--- config.mk ---
export PLATFORM = sky130hd
export DESIGN_NAME = mpram_3r1w
export DESIGN_NICKNAME = d
export VERILOG_FILES = /design/src/logic/mpram_cfg_pkg.sv /design/src/logic/mpram_mode_pkg.sv /design/src/logic/mpram_wr_if.sv /design/src/logic/mpram_rd_if.sv /design/src/logic/mpram_write_port.sv /design/src/logic/mpram_read_port.sv /design/src/logic/mpram_core.sv /design/src/logic/mpram_3r1w.sv
export SDC_FILE = /design/constraint.sdc
export NUM_CORES = 1
export LEC_CHECK = 0
export BUFFER_PORTS_ARGS = -buffer_cell sky130_fd_sc_hd__buf_2
export CAP_MARGIN = 25
export CORE_UTILIZATION = 33
export DETAILED_ROUTE_END_ITERATION = 7
export GPL_ROUTABILITY_DRIVEN = 0
export PLACE_DENSITY = 0.56
export SYNTH_ARGS = -nofsm -noshare
export SYNTH_HDL_FRONTEND = slang
export SYNTH_SLANG_ARGS = --single-unit
--- constraint.sdc ---
create_clock -name clk -period 5.1 [get_ports clk]
set_input_delay 1.275 -clock clk [delete_from_list [all_inputs] [get_ports clk]]
set_output_delay 1.275 -clock clk [all_outputs]
set_load 0.03 [all_outputs]
--- src/logic/mpram_cfg_pkg.sv ---
`default_nettype none

package mpram_cfg_pkg;

   // memory geometry.
   localparam int data_w    = 8;
   localparam int addr_w    = 5;
   localparam int mem_words = 24;   // addresses 24..31 are out of range.

   typedef logic [data_w-1:0] data_t;
   typedef logic [addr_w-1:0] addr_t;

endpackage

`default_nettype wire

--- src/logic/mpram_mode_pkg.sv ---
`default_nettype none

package mpram_mode_pkg;

   // read mode, decoded once per sampled cycle in the read port.
   typedef enum logic [1:0]
   {
      mode_data = 2'b00,   // normal read.
      mode_off  = 2'b01,   // output enable inactive.
      mode_pd   = 2'b10    // powered down.
   } rd_mode_e;

   // fill bits, replicated over the data word by the core.
   localparam logic pd_pattern  = 1'b1;   // all ones.
   localparam logic off_pattern = 1'b0;   // disabled or bad address.

endpackage

`default_nettype wire

--- src/logic/mpram_wr_if.sv ---
`timescale 1ns/1ps
`default_nettype none

interface mpram_wr_if
#(
   parameter int DATA_W = mpram_cfg_pkg::data_w,
   parameter int ADDR_W = mpram_cfg_pkg::addr_w
);

   logic              en;     // store data at addr on the next edge.
   logic [ADDR_W-1:0] addr;
   logic [DATA_W-1:0] data;
   logic              err;    // rejected write, one cycle.

   modport wr_src
   (
      output en,
      output addr,
      output data,
      output err
   );

   modport wr_dst
   (
      input en,
      input addr,
      input data,
      input err
   );

endinterface

`default_nettype wire

--- src/logic/mpram_rd_if.sv ---
`timescale 1ns/1ps
`default_nettype none

interface mpram_rd_if
#(
   parameter int ADDR_W = mpram_cfg_pkg::addr_w
);

   import mpram_mode_pkg::*;

   logic              req;    // high every sampled cycle after reset.
   logic [ADDR_W-1:0] addr;
   rd_mode_e          mode;
   logic              bad;    // out of range, only in mode_data.

   modport rd_src
   (
      output req,
      output addr,
      output mode,
      output bad
   );

   // core takes mode and bad as they come.
   modport rd_dst
   (
      input req,
      input addr,
      input mode,
      input bad
   );

endinterface

`default_nettype wire

--- src/logic/mpram_write_port.sv ---
`timescale 1ns/1ps
`default_nettype none

module mpram_write_port
#(
   parameter int DATA_W = mpram_cfg_pkg::data_w,
   parameter int ADDR_W = mpram_cfg_pkg::addr_w,
   parameter int WORDS  = mpram_cfg_pkg::mem_words
)
(
   input  logic              clk,
   input  logic              rst_n,
   input  logic              we_n,
   input  logic [ADDR_W-1:0] waddr,
   input  logic [DATA_W-1:0] din,
   mpram_wr_if.wr_src        wr
);

   // highest legal address.
   localparam int unsigned LAST = WORDS - 1;

   logic in_range;

   assign in_range = (waddr <= ADDR_W'(LAST));

   // strobe decode, en and err are exclusive.
   always_ff @(posedge clk or negedge rst_n)
   begin
      if (!rst_n)
      begin
         wr.en  <= 1'b0;
         wr.err <= 1'b0;
      end
      else
      begin
         wr.en  <= !we_n && in_range;
         wr.err <= !we_n && !in_range;   // memory left untouched.
      end
   end

   // payload, only meaningful while en is high.
   always_ff @(posedge clk)
   begin
      wr.addr <= waddr;
      wr.data <= din;
   end

endmodule

`default_nettype wire

--- src/logic/mpram_read_port.sv ---
`timescale 1ns/1ps
`default_nettype none

module mpram_read_port
#(
   parameter int ADDR_W = mpram_cfg_pkg::addr_w,
   parameter int WORDS  = mpram_cfg_pkg::mem_words
)
(
   input  logic              clk,
   input  logic              rst_n,
   input  logic              oe_n,
   input  logic              pd_n,
   input  logic [ADDR_W-1:0] raddr,
   mpram_rd_if.rd_src        rd
);

   import mpram_mode_pkg::*;

   localparam int unsigned LAST = WORDS - 1;

   rd_mode_e mode_d;
   logic     bad_d;

   // power-down wins over output enable.
   always_comb
   begin
      if (!pd_n)
         mode_d = mode_pd;
      else if (oe_n)
         mode_d = mode_off;
      else
         mode_d = mode_data;
   end

   // range error only counts for a real read.
   assign bad_d = (mode_d == mode_data) && (raddr > ADDR_W'(LAST));

   always_ff @(posedge clk or negedge rst_n)
   begin
      if (!rst_n)
      begin
         rd.req  <= 1'b0;
         rd.mode <= mode_off;
         rd.bad  <= 1'b0;
      end
      else
      begin
         rd.req  <= 1'b1;   // new read every cycle.
         rd.mode <= mode_d;
         rd.bad  <= bad_d;
      end
   end

   always_ff @(posedge clk)
   begin
      rd.addr <= raddr;
   end

endmodule

`default_nettype wire

--- src/logic/mpram_core.sv ---
`timescale 1ns/1ps
`default_nettype none

module mpram_core
#(
   parameter int DATA_W = mpram_cfg_pkg::data_w,
   parameter int ADDR_W = mpram_cfg_pkg::addr_w,
   parameter int WORDS  = mpram_cfg_pkg::mem_words
)
(
   input  logic              clk,
   input  logic              rst_n,
   mpram_wr_if.wr_dst        wr,
   mpram_rd_if.rd_dst        rd0,
   mpram_rd_if.rd_dst        rd1,
   mpram_rd_if.rd_dst        rd2,
   output logic [DATA_W-1:0] dout0,
   output logic [DATA_W-1:0] dout1,
   output logic [DATA_W-1:0] dout2,
   output logic [2:0]        rd_err,
   output logic              wr_err
);

   import mpram_mode_pkg::*;

   logic [DATA_W-1:0] mem [WORDS];

   // output word for one read request.
   function automatic logic [DATA_W-1:0] rd_word
   (
      input rd_mode_e          mode,
      input logic              bad,
      input logic [ADDR_W-1:0] addr
   );
      logic [DATA_W-1:0] word;
      case (mode)
         mode_pd:   word = {DATA_W{pd_pattern}};
         mode_data:
         begin
            if (bad)
               word = {DATA_W{off_pattern}};
            else
               word = mem[addr];
         end
         default:   word = {DATA_W{off_pattern}};
      endcase
      return word;
   endfunction

   // single write port, address already checked.
   always_ff @(posedge clk)
   begin
      if (wr.en)
         mem[wr.addr] <= wr.data;
   end

   // registered read outputs and error flags.
   always_ff @(posedge clk or negedge rst_n)
   begin
      if (!rst_n)
      begin
         dout0  <= '0;
         dout1  <= '0;
         dout2  <= '0;
         rd_err <= '0;
         wr_err <= 1'b0;
      end
      else
      begin
         if (rd0.req)
         begin
            dout0     <= rd_word(rd0.mode, rd0.bad, rd0.addr);
            rd_err[0] <= rd0.bad;
         end
         if (rd1.req)
         begin
            dout1     <= rd_word(rd1.mode, rd1.bad, rd1.addr);
            rd_err[1] <= rd1.bad;
         end
         if (rd2.req)
         begin
            dout2     <= rd_word(rd2.mode, rd2.bad, rd2.addr);
            rd_err[2] <= rd2.bad;
         end
         wr_err <= wr.err;   // one-cycle pulse.
      end
   end

endmodule

`default_nettype wire

--- src/logic/mpram_3r1w.sv ---
`timescale 1ns/1ps
`default_nettype none

module mpram_3r1w
#(
   parameter int DATA_W = mpram_cfg_pkg::data_w,
   parameter int ADDR_W = mpram_cfg_pkg::addr_w,
   parameter int WORDS  = mpram_cfg_pkg::mem_words
)
(
   input  logic              clk,
   input  logic              rst_n,
   input  logic              we_n,
   input  logic [ADDR_W-1:0] waddr,
   input  logic [DATA_W-1:0] din,
   input  logic [2:0]        oe_n,
   input  logic              pd_n,    // shared by all read ports.
   input  logic [ADDR_W-1:0] raddr0,
   input  logic [ADDR_W-1:0] raddr1,
   input  logic [ADDR_W-1:0] raddr2,
   output logic [DATA_W-1:0] dout0,
   output logic [DATA_W-1:0] dout1,
   output logic [DATA_W-1:0] dout2,
   output logic [2:0]        rd_err,
   output logic              wr_err
);

   mpram_wr_if #(.DATA_W(DATA_W), .ADDR_W(ADDR_W)) wr_if ();
   mpram_rd_if #(.ADDR_W(ADDR_W)) rd0_if ();
   mpram_rd_if #(.ADDR_W(ADDR_W)) rd1_if ();
   mpram_rd_if #(.ADDR_W(ADDR_W)) rd2_if ();

   mpram_write_port #(.DATA_W(DATA_W), .ADDR_W(ADDR_W), .WORDS(WORDS)) u_write_port
   (
      .clk   (clk),
      .rst_n (rst_n),
      .we_n  (we_n),
      .waddr (waddr),
      .din   (din),
      .wr    (wr_if.wr_src)
   );

   mpram_read_port #(.ADDR_W(ADDR_W), .WORDS(WORDS)) u_read_port0
   (
      .clk   (clk),
      .rst_n (rst_n),
      .oe_n  (oe_n[0]),
      .pd_n  (pd_n),
      .raddr (raddr0),
      .rd    (rd0_if.rd_src)
   );

   mpram_read_port #(.ADDR_W(ADDR_W), .WORDS(WORDS)) u_read_port1
   (
      .clk   (clk),
      .rst_n (rst_n),
      .oe_n  (oe_n[1]),
      .pd_n  (pd_n),
      .raddr (raddr1),
      .rd    (rd1_if.rd_src)
   );

   mpram_read_port #(.ADDR_W(ADDR_W), .WORDS(WORDS)) u_read_port2
   (
      .clk   (clk),
      .rst_n (rst_n),
      .oe_n  (oe_n[2]),
      .pd_n  (pd_n),
      .raddr (raddr2),
      .rd    (rd2_if.rd_src)
   );

   mpram_core #(.DATA_W(DATA_W), .ADDR_W(ADDR_W), .WORDS(WORDS)) u_core
   (
      .clk    (clk),
      .rst_n  (rst_n),
      .wr     (wr_if.wr_dst),
      .rd0    (rd0_if.rd_dst),
      .rd1    (rd1_if.rd_dst),
      .rd2    (rd2_if.rd_dst),
      .dout0  (dout0),
      .dout1  (dout1),
      .dout2  (dout2),
      .rd_err (rd_err),
      .wr_err (wr_err)
   );

endmodule

`default_nettype wire

Word-level counts from Yosys, hierarchy flattened
Memories as Yosys holds them, arrays and structs flattened. A register that Yosys moved wholly into a read port is not among the register bits.
Index checks and enable logic that the tools add are counted.
{"block": "word_totals", "mem_count": 1, "ram_bits": 192, "out_inout_bits": 28, "reg_bits": 53}
{"memory": "u_core.mem", "words": 24, "word_bits": 8, "read_ports": 3, "rd_ports_with_merged_regs": 3, "write_ports": 1, "line": "mpram_core.sv:26", "source": "logic [DATA_W-1:0] mem [WORDS];"}
{"block": "classes", "n_lt_le_gt_ge": 4, "reduce_logical": 13, "n_mux": 14, "n_eq_ne": 3}
{"op": "8-bit case mux with 2 select lines", "n": 3}
{"op": "8-bit 2-to-1 mux", "n": 3}
{"op": "5-bit > comparator (second input constant)", "n": 3}
{"op": "2-bit logical NOT", "n": 6}
{"op": "2-bit == test (second input constant)", "n": 3}
{"op": "2-bit 2-to-1 mux", "n": 3}
{"op": "5-bit less-or-equal comparator (second input constant)", "n": 1}
{"op": "1-bit logical AND", "n": 5}
{"op": "1-bit 2-to-1 mux", "n": 5}
{"op": "1-bit logical NOT", "n": 2}

Logic depth before layout (Yosys ltp)
Gate-level depths: netlist of the first run.
{"block": "logic_depth", "depth_word": 4, "mapped_depth": 7, "ltp_nobuf": 4}

Cells and area by module
Synthesis of the first run repeated with hierarchy kept, for this count alone.
{"block": "hier_totals", "cells_unflattened": 981, "hier_area_um2": 13210.2}
{"module": "mpram_core", "seq_area_each_um2": 6466.2, "cells_per_inst": 925, "n_inst": 1, "area_each_um2": 12206.7}
{"module": "mpram_read_port", "seq_area_each_um2": 201.4, "cells_per_inst": 13, "n_inst": 3, "area_each_um2": 226.5}
{"module": "mpram_write_port", "seq_area_each_um2": 310.3, "cells_per_inst": 17, "n_inst": 1, "area_each_um2": 324.1}

Worst setup path after synthesis of the first run
Ideal clock, no wire load.
{"block": "synth_timing", "kind": "register to output", "startpoint": "register u_core.rd_err[0]", "endpoint": "output rd_err[0]", "setup_slack_ns": 3.346, "t_arrival_ns": 0.479, "path_stages_with_launch": 1, "required_ns": 3.825, "path_cell_list": "dfrtp_1"}
{"item": "start, declared", "line": "mpram_core.sv:20", "source": "output logic [2:0] rd_err,"}
{"item": "start signal, assigned", "line": "mpram_core.sv:73", "source": "rd_err[0] <= rd0.bad;"}
{"item": "end, declared", "line": "mpram_3r1w.sv:24", "source": "output logic [2:0] rd_err,"}
No word-level cell between the ends.

==> impl_metrics.py, run 1 <==
metrics = {
    "floorplanning": {
        "initial_core_utilization_pct": 33.5,
        "placementRows": 72,
        "fp.dieArea_sq_um": 40100,
        "placeableCoreArea_sq_um": 38700,
        "die-width_um": 200,
        "design.portCount": 63,
        "dieHeight_um": 200,
    },
    "synthesis": {
        "syn_inst": 986,
        "ys_top_cells_by_area": "sky130_fd_sc_hd__edfxtp_1 (44%), sky130_fd_sc_hd__mux2i_1 (22%), sky130_fd_sc_hd__a22oi_1 (7.9%), sky130_fd_sc_hd__dfrtp_1 (6.7%), sky130_fd_sc_hd__dfxtp_1 (4.3%)",
        "synth_largest_type_area_fraction_pct": 44.4,
        "postSynth.topFlopCell": "sky130_fd_sc_hd__edfxtp_1",
        "synthArstFlopShare_pct": 14.7,
        "yosys.area.top_type": "sky130_fd_sc_hd__edfxtp_1",
        "synth-warning-count": 0,
        "syn-num-nets": 1021,
        "synth_commonest_cells": "sky130_fd_sc_hd__mux2i_1 (288), sky130_fd_sc_hd__edfxtp_1 (192), sky130_fd_sc_hd__a22oi_1 (136), sky130_fd_sc_hd__nand3_1 (49), sky130_fd_sc_hd__a31oi_1 (48)",
        "post-synth-top-count-cell": "sky130_fd_sc_hd__mux2i_1",
        "ys_ff_latch": 258,
        "synth_area_sq_um": 13000,
        "post_synth_simple_gate_area_pct": 5.28,
        "synth.distinct_cells": 32,
        "muxShareOfSynthArea_pct": 22.5,
        "yosys.area_share.xor_xnor_pct": 0,
        "syn_area_per_cell_sq_um": 13.2,
        "synth_enable_flop_cells": 192,
        "combinational_family_with_the_most_area_after_synthesis": "multiplexers",
        "synth_seq_area_share_pct": 56.1,
        "synth_compound_area_share_pct": 11.6,
        "synthAdderAreaFrac_pct": 0,
    },
    "timing": {
        "fin_worst_skew_ns": 0.0206,
        "min_period_ns": 2.58,
        "period_share_pct": 50.5,
        "worst-slew-pin-transition_ns": 1.13,
        "finalSetupViolCount": 0,
        "finalWorstSetupSlack_ns": 2.52,
        "rsz0062_at_grt": "false",
        "total_count_of_hold_check_failures_in_the_final_report": 0,
        "slew_viol_final": 0,
        "max-slew-margin-rel_pct": 24.5,
        "achievable-frequency_ghz": 0.388,
        "setup_tns_ns": 0,
    },
    "clock_tree": {
        "clk_transition_reported_paths_ns": 0.06,
        "clock_latency_ns": 0.56,
        "clk_path_buf_depth": 3,
        "cts-buffers-inserted": 29,
        "cts_hold_fix_bufs": 0,
        "clock_sink_count": 258,
        "cts-htree-levels": 1,
        "tritoncts": "done",
        "post_cts.resized_instances": 0,
        "postCtsSetupBuffers": 0,
        "ctsRootBufferMaster": "sky130_fd_sc_hd__clkbuf_16",
    },
    "routing": {
        "vias_per_cell": 5.85,
        "post-route-drc-count": 0,
        "drt.antenna.violating_nets": 0,
        "drt_iter0_drc": 1041,
        "finalWirelength_um": 43200,
        "num_vias": 9185,
        "wire_per_inst_um": 27.5,
        "drt_pre_antenna_iters": 6,
    },
    "layout": {
        "stdcell_area_sq_um": 14700,
        "drive_above_1_share_pct": 14.5,
        "fin_nets": 1065,
        "post_layout_nonfiller_instances": 1571,
        "area_growth_pct": 13.3,
        "finalCoreUtilization_pct": 38.0,
        "antenna-diode-count": 0,
    },
    "worst_setup_path": {
        "worst_setup_path_end_kind": "flop",
        "timing.critical_path.arrival_ns": 2.99,
        "critPathMostFrequentCell": "sky130_fd_sc_hd__a31oi_1",
        "crit_path_cell_trace": "buf_4, and2_1, a22oi_1, a31oi_1, a31oi_1",
        "reg2regPathDepth": 5,
        "timing.critical_path.fanout_max": 36,
        "critPathLaunchType": "flop",
        "cp.required_ns": 5.52,
        "worst-setup-path-type": "flop to flop",
        "critical_path.endpoint": "u_core.dout2[1]",
        "timing.reg2reg.setup_slack_ns": 2.52,
        "critPathSlowestCell": "sky130_fd_sc_hd__and2_1",
        "worst_flop_to_flop_path_endpoint": "u_core.dout2[1]",
        "cpPeakStageDelay_ns": 0.90,
    },
    "placement": {
        "placement.io_buffers": 62,
        "place.detailed.hpwl_um": 28700,
        "placedCellCount": 1511,
        "placed_cell_area_sq_um": 13600,
        "dpl_worst_slack_ns": 2.65,
    },
    "pwr": {
        "ir_drop_uv": 257,
        "total_leakage_power_nw": 5.63,
        "cellPowerDensity_nw_per_um2": 348,
    },
    "grt": {
        "largest_net_degree_at_the_start_of_global_routing": 46,
        "global_route_wire_length_before_repair_um": 61900,
        "grt_antenna_before_repair": 1,
        "global_route.overflow_total": 0,
        "first_global_vias": 8928,
        "grtUsageTotal_pct": 20.9,
    },
    "hold_path": {
        "min_path_type": "flop to flop",
    },
    "status": {
        "outcome": "completed",
    },
    "run": {
        "cap_viol_max_count": 0,
    },
}
==> metal layers <==
| metal | vias up | track usage [%] | routed length, um |
|---|---|---|---|
| met3 | 68 | 2.90 | 3550 |
| li1 | 3969 | - | - |
| met1 | 4652 | 30.6 | 19300 |
| met2 | 496 | 31.5 | 19100 |
| met5 | - | 0 | 0 |
| met4 | 0 | 7.28 | 1230 |
==> registers in the layout, indices dropped and copies added, names as in the netlist, named ones only <==
signal,cells
u_core.dout0,8
u_core.dout1,8
u_core.dout2,8
u_core.mem,192
u_core.rd_err,3
u_core.wr_err,1
u_read_port0.rd.bad,1
u_read_port0.rd.mode,2
u_read_port1.rd.bad,1
u_read_port1.rd.mode,1
u_read_port2.rd.bad,1
u_read_port2.rd.mode,1
u_read_port2.rd.req,1
u_write_port.wr.addr,5
u_write_port.wr.data,8
u_write_port.wr.en,1
u_write_port.wr.err,1
==> worst min path at each step <==
stage / startpoint / to / slack [ns] / cells past startpoint
after floorplan: u_write_port.wr.err / u_core.wr_err / 0.33 / 0
after global placement: u_write_port.wr.err / u_core.wr_err / 0.34 / 0
after detailed placement: u_write_port.wr.err / u_core.wr_err / 0.34 / 0
after CTS: u_write_port.wr.err / u_core.wr_err / 0.36 / 0
after global routing: u_write_port.wr.err / u_core.wr_err / 0.37 / 0
final: u_write_port.wr.err / u_core.wr_err / 0.36 / 0
==> kinds of logic after synthesis <==
logic type,count (synthesis)
AO/OA/AOI/OAI,220
flip-flops,258
buffers and inverters,78
multiplexers,291
other,1
AND/OR/NAND/NOR,138
==> placed cells by master (no fill, tap or decap), types with 4 or more instances in the layout <==
| master | count |
|---|---|
| sky130_fd_sc_hd__clkbuf_16 | 30 |
| sky130_fd_sc_hd__buf_4 | 16 |
| sky130_fd_sc_hd__a22oi_1 | 136 |
| sky130_fd_sc_hd__dfrtp_1 | 35 |
| sky130_fd_sc_hd__a21oi_1 | 9 |
| sky130_fd_sc_hd__buf_6 | 5 |
| sky130_fd_sc_hd__a31oi_1 | 48 |
| sky130_fd_sc_hd__and2_1 | 9 |
| sky130_fd_sc_hd__mux2i_1 | 288 |
| sky130_fd_sc_hd__clkinv_2 | 5 |
| sky130_fd_sc_hd__buf_16 | 5 |
| sky130_fd_sc_hd__clkbuf_1 | 10 |
| sky130_fd_sc_hd__o21ai_0 | 24 |
| sky130_fd_sc_hd__dfxtp_1 | 22 |
| sky130_fd_sc_hd__edfxtp_1 | 192 |
| sky130_fd_sc_hd__nor2b_1 | 13 |
| sky130_fd_sc_hd__buf_2 | 62 |
| sky130_fd_sc_hd__nand3b_1 | 4 |
| sky130_fd_sc_hd__nor2_1 | 31 |
| sky130_fd_sc_hd__nand3_1 | 49 |
| sky130_fd_sc_hd__nand2_1 | 16 |
| sky130_fd_sc_hd__bufinv_16 | 4 |
==> layout make-up <==
cell class	instances	area, sq um
Fill cell	3725	24000
Multi-Input combinational cell	650	5130
Tap cell	518	648
Timing Repair Buffer	90	659
Clock buffer	42	816
Clock inverter	12	165
Inverter	1	3.75
Sequential cell	258	7300
==> metrics by stage <==
step | total power (W) | hold WS [ns]
finish | 0.00513 | 0.360
global route | 0.00526 | 0.365
CTS | 0.00513 | 0.359
detailed placement | 0.00298 | 0.337
global placement | 0.00297 | 0.339
floorplan | 0.00277 | 0.331
==> critical path, delay by kind of cell (launching register included) <==
kind,cells,cell delay [ns]
buf+inv,1,0.51
simple gates,1,0.90
flops,1,0.31
compound gates,3,0.67
==> power breakdown <==
part,switching (W),total [W],internal [W]
combinational,0.000348,0.000537,0.000190
sequential,0.000101,0.00242,0.00232
clock,0.000858,0.00217,0.00131
Power figures use the tool's default switching activity.
==> run 2, diff against run 1 <==
- clock period: 5.1 -> 2.4 ns (I/O delays scaled with it)
==> run 2 against run 1 <==
  * Setup slack worse by 2.2 ns
  * Utilization is 1.0 points higher
  * Wire length fell by 0.76%
  * Hold slack lost 0.21 ns
  * Flip-flop and latch count is the same
  * Largest power group unchanged
==> impl_metrics.py, run 2 (synthesis gave the netlist of run 1 again) <==
metrics = {
    "routing": {
        "drt_pre_antenna_iters": 5,
        "post-route-drc-count": 0,
        "drt.antenna.violating_nets": 0,
        "wire_per_inst_um": 26.2,
        "vias_per_cell": 5.63,
        "num_vias": 9203,
        "drt_iter0_drc": 959,
        "finalWirelength_um": 42900,
    },
    "clock_tree": {
        "cts-buffers-inserted": 34,
        "postCtsSetupBuffers": 0,
        "clock_latency_ns": 0.52,
        "ctsRootBufferMaster": "sky130_fd_sc_hd__clkbuf_16",
        "tritoncts": "done",
        "cts-htree-levels": 2,
        "clock_sink_count": 258,
        "clk_path_buf_depth": 3,
        "cts_hold_fix_bufs": 0,
        "clk_transition_reported_paths_ns": 0.06,
        "post_cts.resized_instances": 0,
    },
    "grt": {
        "largest_net_degree_at_the_start_of_global_routing": 39,
        "grtUsageTotal_pct": 21.3,
        "global_route_wire_length_before_repair_um": 62600,
        "first_global_vias": 9219,
        "grt_antenna_before_repair": 1,
        "global_route.overflow_total": 0,
    },
    "timing": {
        "total_count_of_hold_check_failures_in_the_final_report": 0,
        "finalSetupViolCount": 0,
        "period_share_pct": 88.2,
        "max-slew-margin-rel_pct": 28.2,
        "slew_viol_final": 0,
        "setup_tns_ns": 0,
        "fin_worst_skew_ns": 0.0220,
        "achievable-frequency_ghz": 0.473,
        "worst-slew-pin-transition_ns": 1.08,
        "finalWorstSetupSlack_ns": 0.284,
        "final.hold.worst_slack_ns": 0.147,
        "rsz0062_at_grt": "false",
        "min_period_ns": 2.12,
    },
    "layout": {
        "antenna-diode-count": 0,
        "drive_above_1_share_pct": 18.7,
        "top_reg_by_flops": "u_core.mem",
        "area_growth_pct": 16.4,
        "largest_reg_flops": 192,
        "fin_nets": 1127,
        "layout.cells.most_common": "sky130_fd_sc_hd__mux2i_1",
        "final_cell_mix": "sky130_fd_sc_hd__mux2i_1 (288), sky130_fd_sc_hd__edfxtp_1 (192), sky130_fd_sc_hd__a22oi_1 (136)",
    },
    "worst_setup_path": {
        "timing.critical_path.fanout_max": 30,
        "timing.critical_path.arrival_ns": 2.50,
        "worst-setup-path-type": "flop to flop",
        "cp.required_ns": 2.79,
        "critPathLaunchType": "flop",
        "worst_setup_path_end_kind": "flop",
    },
    "pwr": {
        "ir_drop_uv": 478,
        "cellPowerDensity_nw_per_um2": 737,
        "total_leakage_power_nw": 5.92,
    },
    "run": {
        "cap_viol_max_count": 0,
    },
    "floorplanning": {
        "die-width_um": 200,
        "fp.dieArea_sq_um": 40100,
        "dieHeight_um": 200,
        "placeableCoreArea_sq_um": 38700,
        "initial_core_utilization_pct": 33.5,
        "placementRows": 72,
        "design.portCount": 63,
    },
    "placement": {
        "placement.io_buffers": 62,
        "dpl_worst_slack_ns": 0.306,
        "place.detailed.hpwl_um": 29600,
    },
    "status": {
        "outcome": "completed",
    },
    "hold_path": {
        "min_path_type": "input pin to asynchronous set/reset pin",
    },
}
-- run 2: cell count changes in the layout (fill, tap and decap cells not counted), sizes merged --
cell,change
buf,+57
clkinvlp,+1
inv,+1
clkbuf,+1
bufinv,-3
clkinv,+6
-- run 2: final timing paths --
path,slack (ns),startpoint,cells past startpoint,endpoint
min in group clk,0.18,raddr0[0],1,flop
max reg2reg,0.28,flop,4,u_core.dout1[3]
min,0.15,rst_n,2,u_core.rd_err[0]
max in group asynchronous,1.86,rst_n,2,u_write_port.wr.en
max,0.28,flop,4,u_core.dout1[3]
min reg2reg,0.35,u_write_port.wr.err,0,u_core.wr_err
-- run 2: final cells by class --
class / instances / area [sq um]
Multi-Input combinational cell: 650 / 5110
Tap cell: 518 / 648
Inverter: 1 / 3.75
Fill cell: 3689 / 23600
Timing Repair Buffer: 147 / 986
Clock buffer: 43 / 947
Clock inverter: 17 / 113
Sequential cell: 258 / 7300
-- run 2: stage by stage --
stage	power (W)	util, %	instance area (sq um)	std cells
2_1_floorplan	0.00589	-	13000	986
3_3_place_gp	0.00637	36.3	14000	1574
3_5_place_dp	0.00637	36.3	14000	1574
4_1_cts	0.0112	39.0	15100	1634
5_1_grt	0.0115	39.0	15100	1634
6_report	0.0111	39.0	15100	1634
-- run 2: worst max-delay path: stages (launching register included) --
cell and delay (ns):
sky130_fd_sc_hd__dfxtp_4 0.67, sky130_fd_sc_hd__nor2b_1 0.75, sky130_fd_sc_hd__a22oi_1 0.21, sky130_fd_sc_hd__nand3_1 0.22, sky130_fd_sc_hd__a31oi_1 0.11
-- run 2: where the power goes --
group | internal [W] | switching (W)
Combinational | 0.000430 | 0.000773
Sequential | 0.00493 | 0.000174
Clock | 0.00290 | 0.00192
Total | 0.00826 | 0.00287
-- run 2: routing by layer --
layer	vias to the layer above	global-route usage [%]	share of wire (%)
met3	100	4.64	7.6
met2	410	31.9	44
li1	4101	-	-
met5	-	0	0
met4	0	8.70	3.8
met1	4592	29.8	45
==> run 3, diff against run 2 <==
--- a/config.mk
+++ b/config.mk
@@ -7,5 +7,4 @@
 export LEC_CHECK = 0
 export BUFFER_PORTS_ARGS = -buffer_cell sky130_fd_sc_hd__buf_2
-export CAP_MARGIN = 25
 export CORE_UTILIZATION = 33
 export DETAILED_ROUTE_END_ITERATION = 7
@@ -15,2 +14,3 @@
 export SYNTH_HDL_FRONTEND = slang
 export SYNTH_SLANG_ARGS = --single-unit
+export TNS_END_PERCENT = 10
==> constraint.sdc (replaced) <==
create_clock -name clk -period 2.4 [get_ports clk]
set_input_delay 0 -clock clk [delete_from_list [all_inputs] [get_ports clk]]
set_output_delay 0 -clock clk [all_outputs]
set_load 0.03 [all_outputs]
==> run 3 against run 2 <==
  * Largest power group unchanged
  * Wire length is 1.7% higher
  * Highest routed layer unchanged
  * Clock skew is 0.0048 ns lower
  * Global-route usage is 0.15 points higher
  * Register-to-register slack better by 0.09 ns
  * Largest cell class unchanged
  * Hold slack worse by 0.078 ns
  * Total power is 0.15% higher
  * First-iteration DRC count is 9.4% lower
  * Flip-flop and latch count stayed put
  * Die area stayed put
  * Utilization is 0.98 points higher
  * Critical endpoint is now u_core.dout1[2]
==> impl_metrics.py, run 3 (synthesis gave the netlist of run 1 again) <==
metrics = {
    "timing": {
        "finalWorstSetupSlack_ns": 0.375,
        "period_share_pct": 84.4,
        "max-slew-margin-rel_pct": 30.5,
        "rsz0062_at_grt": "false",
        "setup_tns_ns": 0,
        "total_count_of_hold_check_failures_in_the_final_report": 0,
        "finalSetupViolCount": 0,
        "fin_worst_skew_ns": 0.0172,
        "final.hold.worst_slack_ns": 0.0691,
        "achievable-frequency_ghz": 0.494,
        "slew_viol_final": 0,
        "min_period_ns": 2.02,
        "worst-slew-pin-transition_ns": 1.04,
    },
    "placement": {
        "placedCellCount": 1573,
        "dpl_worst_slack_ns": 0.368,
        "place.detailed.hpwl_um": 29800,
        "placement.io_buffers": 62,
        "placed_cell_area_sq_um": 14100,
    },
    "routing": {
        "drt.antenna.violating_nets": 0,
        "route.layer.met1.wl_um": 19400,
        "drt_pre_antenna_iters": 5,
        "num_vias": 9306,
        "post-route-drc-count": 0,
        "met2_wirelength_um": 19500,
        "wire_per_inst_um": 26.2,
        "route.top_layer_used": "met4",
        "met3WireLength_um": 3290,
        "vias_per_cell": 5.58,
        "drt_iter0_drc": 869,
        "finalWirelength_um": 43600,
    },
    "floorplanning": {
        "fp.dieArea_sq_um": 40100,
        "placementRows": 72,
        "die-width_um": 200,
        "design.portCount": 63,
        "placeableCoreArea_sq_um": 38700,
        "dieHeight_um": 200,
        "initial_core_utilization_pct": 33.5,
    },
    "worst_setup_path": {
        "worst-setup-path-type": "flop to flop",
        "timing.critical_path.arrival_ns": 2.46,
        "critical_path.endpoint": "u_core.dout1[2]",
        "worst_setup_path_end_kind": "flop",
        "worst_flop_to_flop_path_endpoint": "u_core.dout1[2]",
        "reg2regPathDepth": 4,
        "timing.reg2reg.setup_slack_ns": 0.38,
        "timing.critical_path.fanout_max": 26,
        "cp.required_ns": 2.84,
        "critPathLaunchType": "flop",
    },
    "grt": {
        "grt_antenna_before_repair": 1,
        "global_route_wire_length_before_repair_um": 63300,
        "grtUsageTotal_pct": 21.5,
        "global_route.overflow_total": 0,
        "first_global_vias": 9312,
        "largest_net_degree_at_the_start_of_global_routing": 39,
    },
    "clock_tree": {
        "clock_latency_ns": 0.57,
        "cts-htree-levels": 1,
        "post_cts.resized_instances": 0,
        "cts-buffers-inserted": 30,
        "tritoncts": "done",
        "ctsRootBufferMaster": "sky130_fd_sc_hd__clkbuf_16",
        "clk_transition_reported_paths_ns": 0.06,
        "clk_path_buf_depth": 3,
        "clock_sink_count": 258,
        "postCtsSetupBuffers": 0,
    },
    "pwr": {
        "total_leakage_power_nw": 6.10,
        "ir_drop_uv": 468,
        "cellPowerDensity_nw_per_um2": 720,
    },
    "layout": {
        "layout.cells.most_common": "sky130_fd_sc_hd__mux2i_1",
        "post_layout_nonfiller_instances": 1667,
        "area_growth_pct": 19.3,
        "drive_above_1_share_pct": 18.4,
        "final_cell_mix": "sky130_fd_sc_hd__mux2i_1 (288), sky130_fd_sc_hd__edfxtp_1 (192), sky130_fd_sc_hd__a22oi_1 (136)",
        "fin_nets": 1159,
        "largest_reg_flops": 192,
        "stdcell_area_sq_um": 15500,
        "top_reg_by_flops": "u_core.mem",
    },
    "hold_path": {
        "min_path_type": "input pin to flop",
    },
    "status": {
        "outcome": "completed",
    },
    "run": {
        "cap_viol_max_count": 0,
    },
}
-- run 3: changes by cell type in the layout (fill, tap and decap cells not counted), sizes merged --
cell	change
bufinv	-1
clkinv	-4
clkinvlp	-2
diode	+1
clkbuf	+5
buf	-1
inv	-2
dlygate4sd3	+37
-- run 3: worst min-delay path by stage --
stage | slack, ns | endpoint | startpoint | cells past startpoint
final | 0.07 | u_write_port.wr.data[5] | din[5] | 2
after CTS | 0.04 | u_write_port.wr.data[4] | din[4] | 2
after floorplan | -0.30 | u_core.dout0[0] | rst_n | 0
after global placement | 0.10 | u_write_port.wr.data[3] | din[3] | 1
after global routing | 0.06 | u_write_port.wr.data[4] | din[4] | 2
after detailed placement | 0.10 | flop | raddr1[1] | 1
-- run 3: per-layer routing --
metal / vias to the layer above / global-route usage, %
met5: - / 0
met4: 0 / 7.82
met3: 84 / 3.97
met2: 408 / 33.1
met1: 4658 / 30.0
li1: 4156 / -
-- run 3: cell type report --
class	count	area, sq um
Timing Repair Buffer	183	1360
Clock buffer	48	1020
Sequential cell	258	7300
Fill cell	3704	23200
Tap cell	518	648
Inverter	1	3.75
Clock inverter	8	43.8
Multi-Input combinational cell	650	5110
Antenna cell	1	2.50
-- run 3: timing repair --
action,in CTS,in global routing
hold endpoints to repair,72,0
hold buffers,37,0
setup endpoints to repair,0,0
-- run 3: where the power goes --
part	internal [W]	switching (W)
Sequential	0.00493	0.000173
Clock	0.00290	0.00190
Combinational	0.000468	0.000779
Total	0.00830	0.00285
-- run 3: through the flow --
stage / utilization [%] / total power (W)
floorplan: - / 0.00589
global placement: 36.3 / 0.00637
detailed placement: 36.3 / 0.00638
CTS: 40.0 / 0.0112
global route: 40.0 / 0.0115
finish: 40.0 / 0.0111
-- run 3: worst max-delay path, cell delays in order (launching register included) --
cell                      delay (ns)
sky130_fd_sc_hd__dfxtp_4        0.65
sky130_fd_sc_hd__nor2b_1        0.70
sky130_fd_sc_hd__a22oi_1        0.19
sky130_fd_sc_hd__nand3_1        0.24
sky130_fd_sc_hd__a31oi_1        0.11
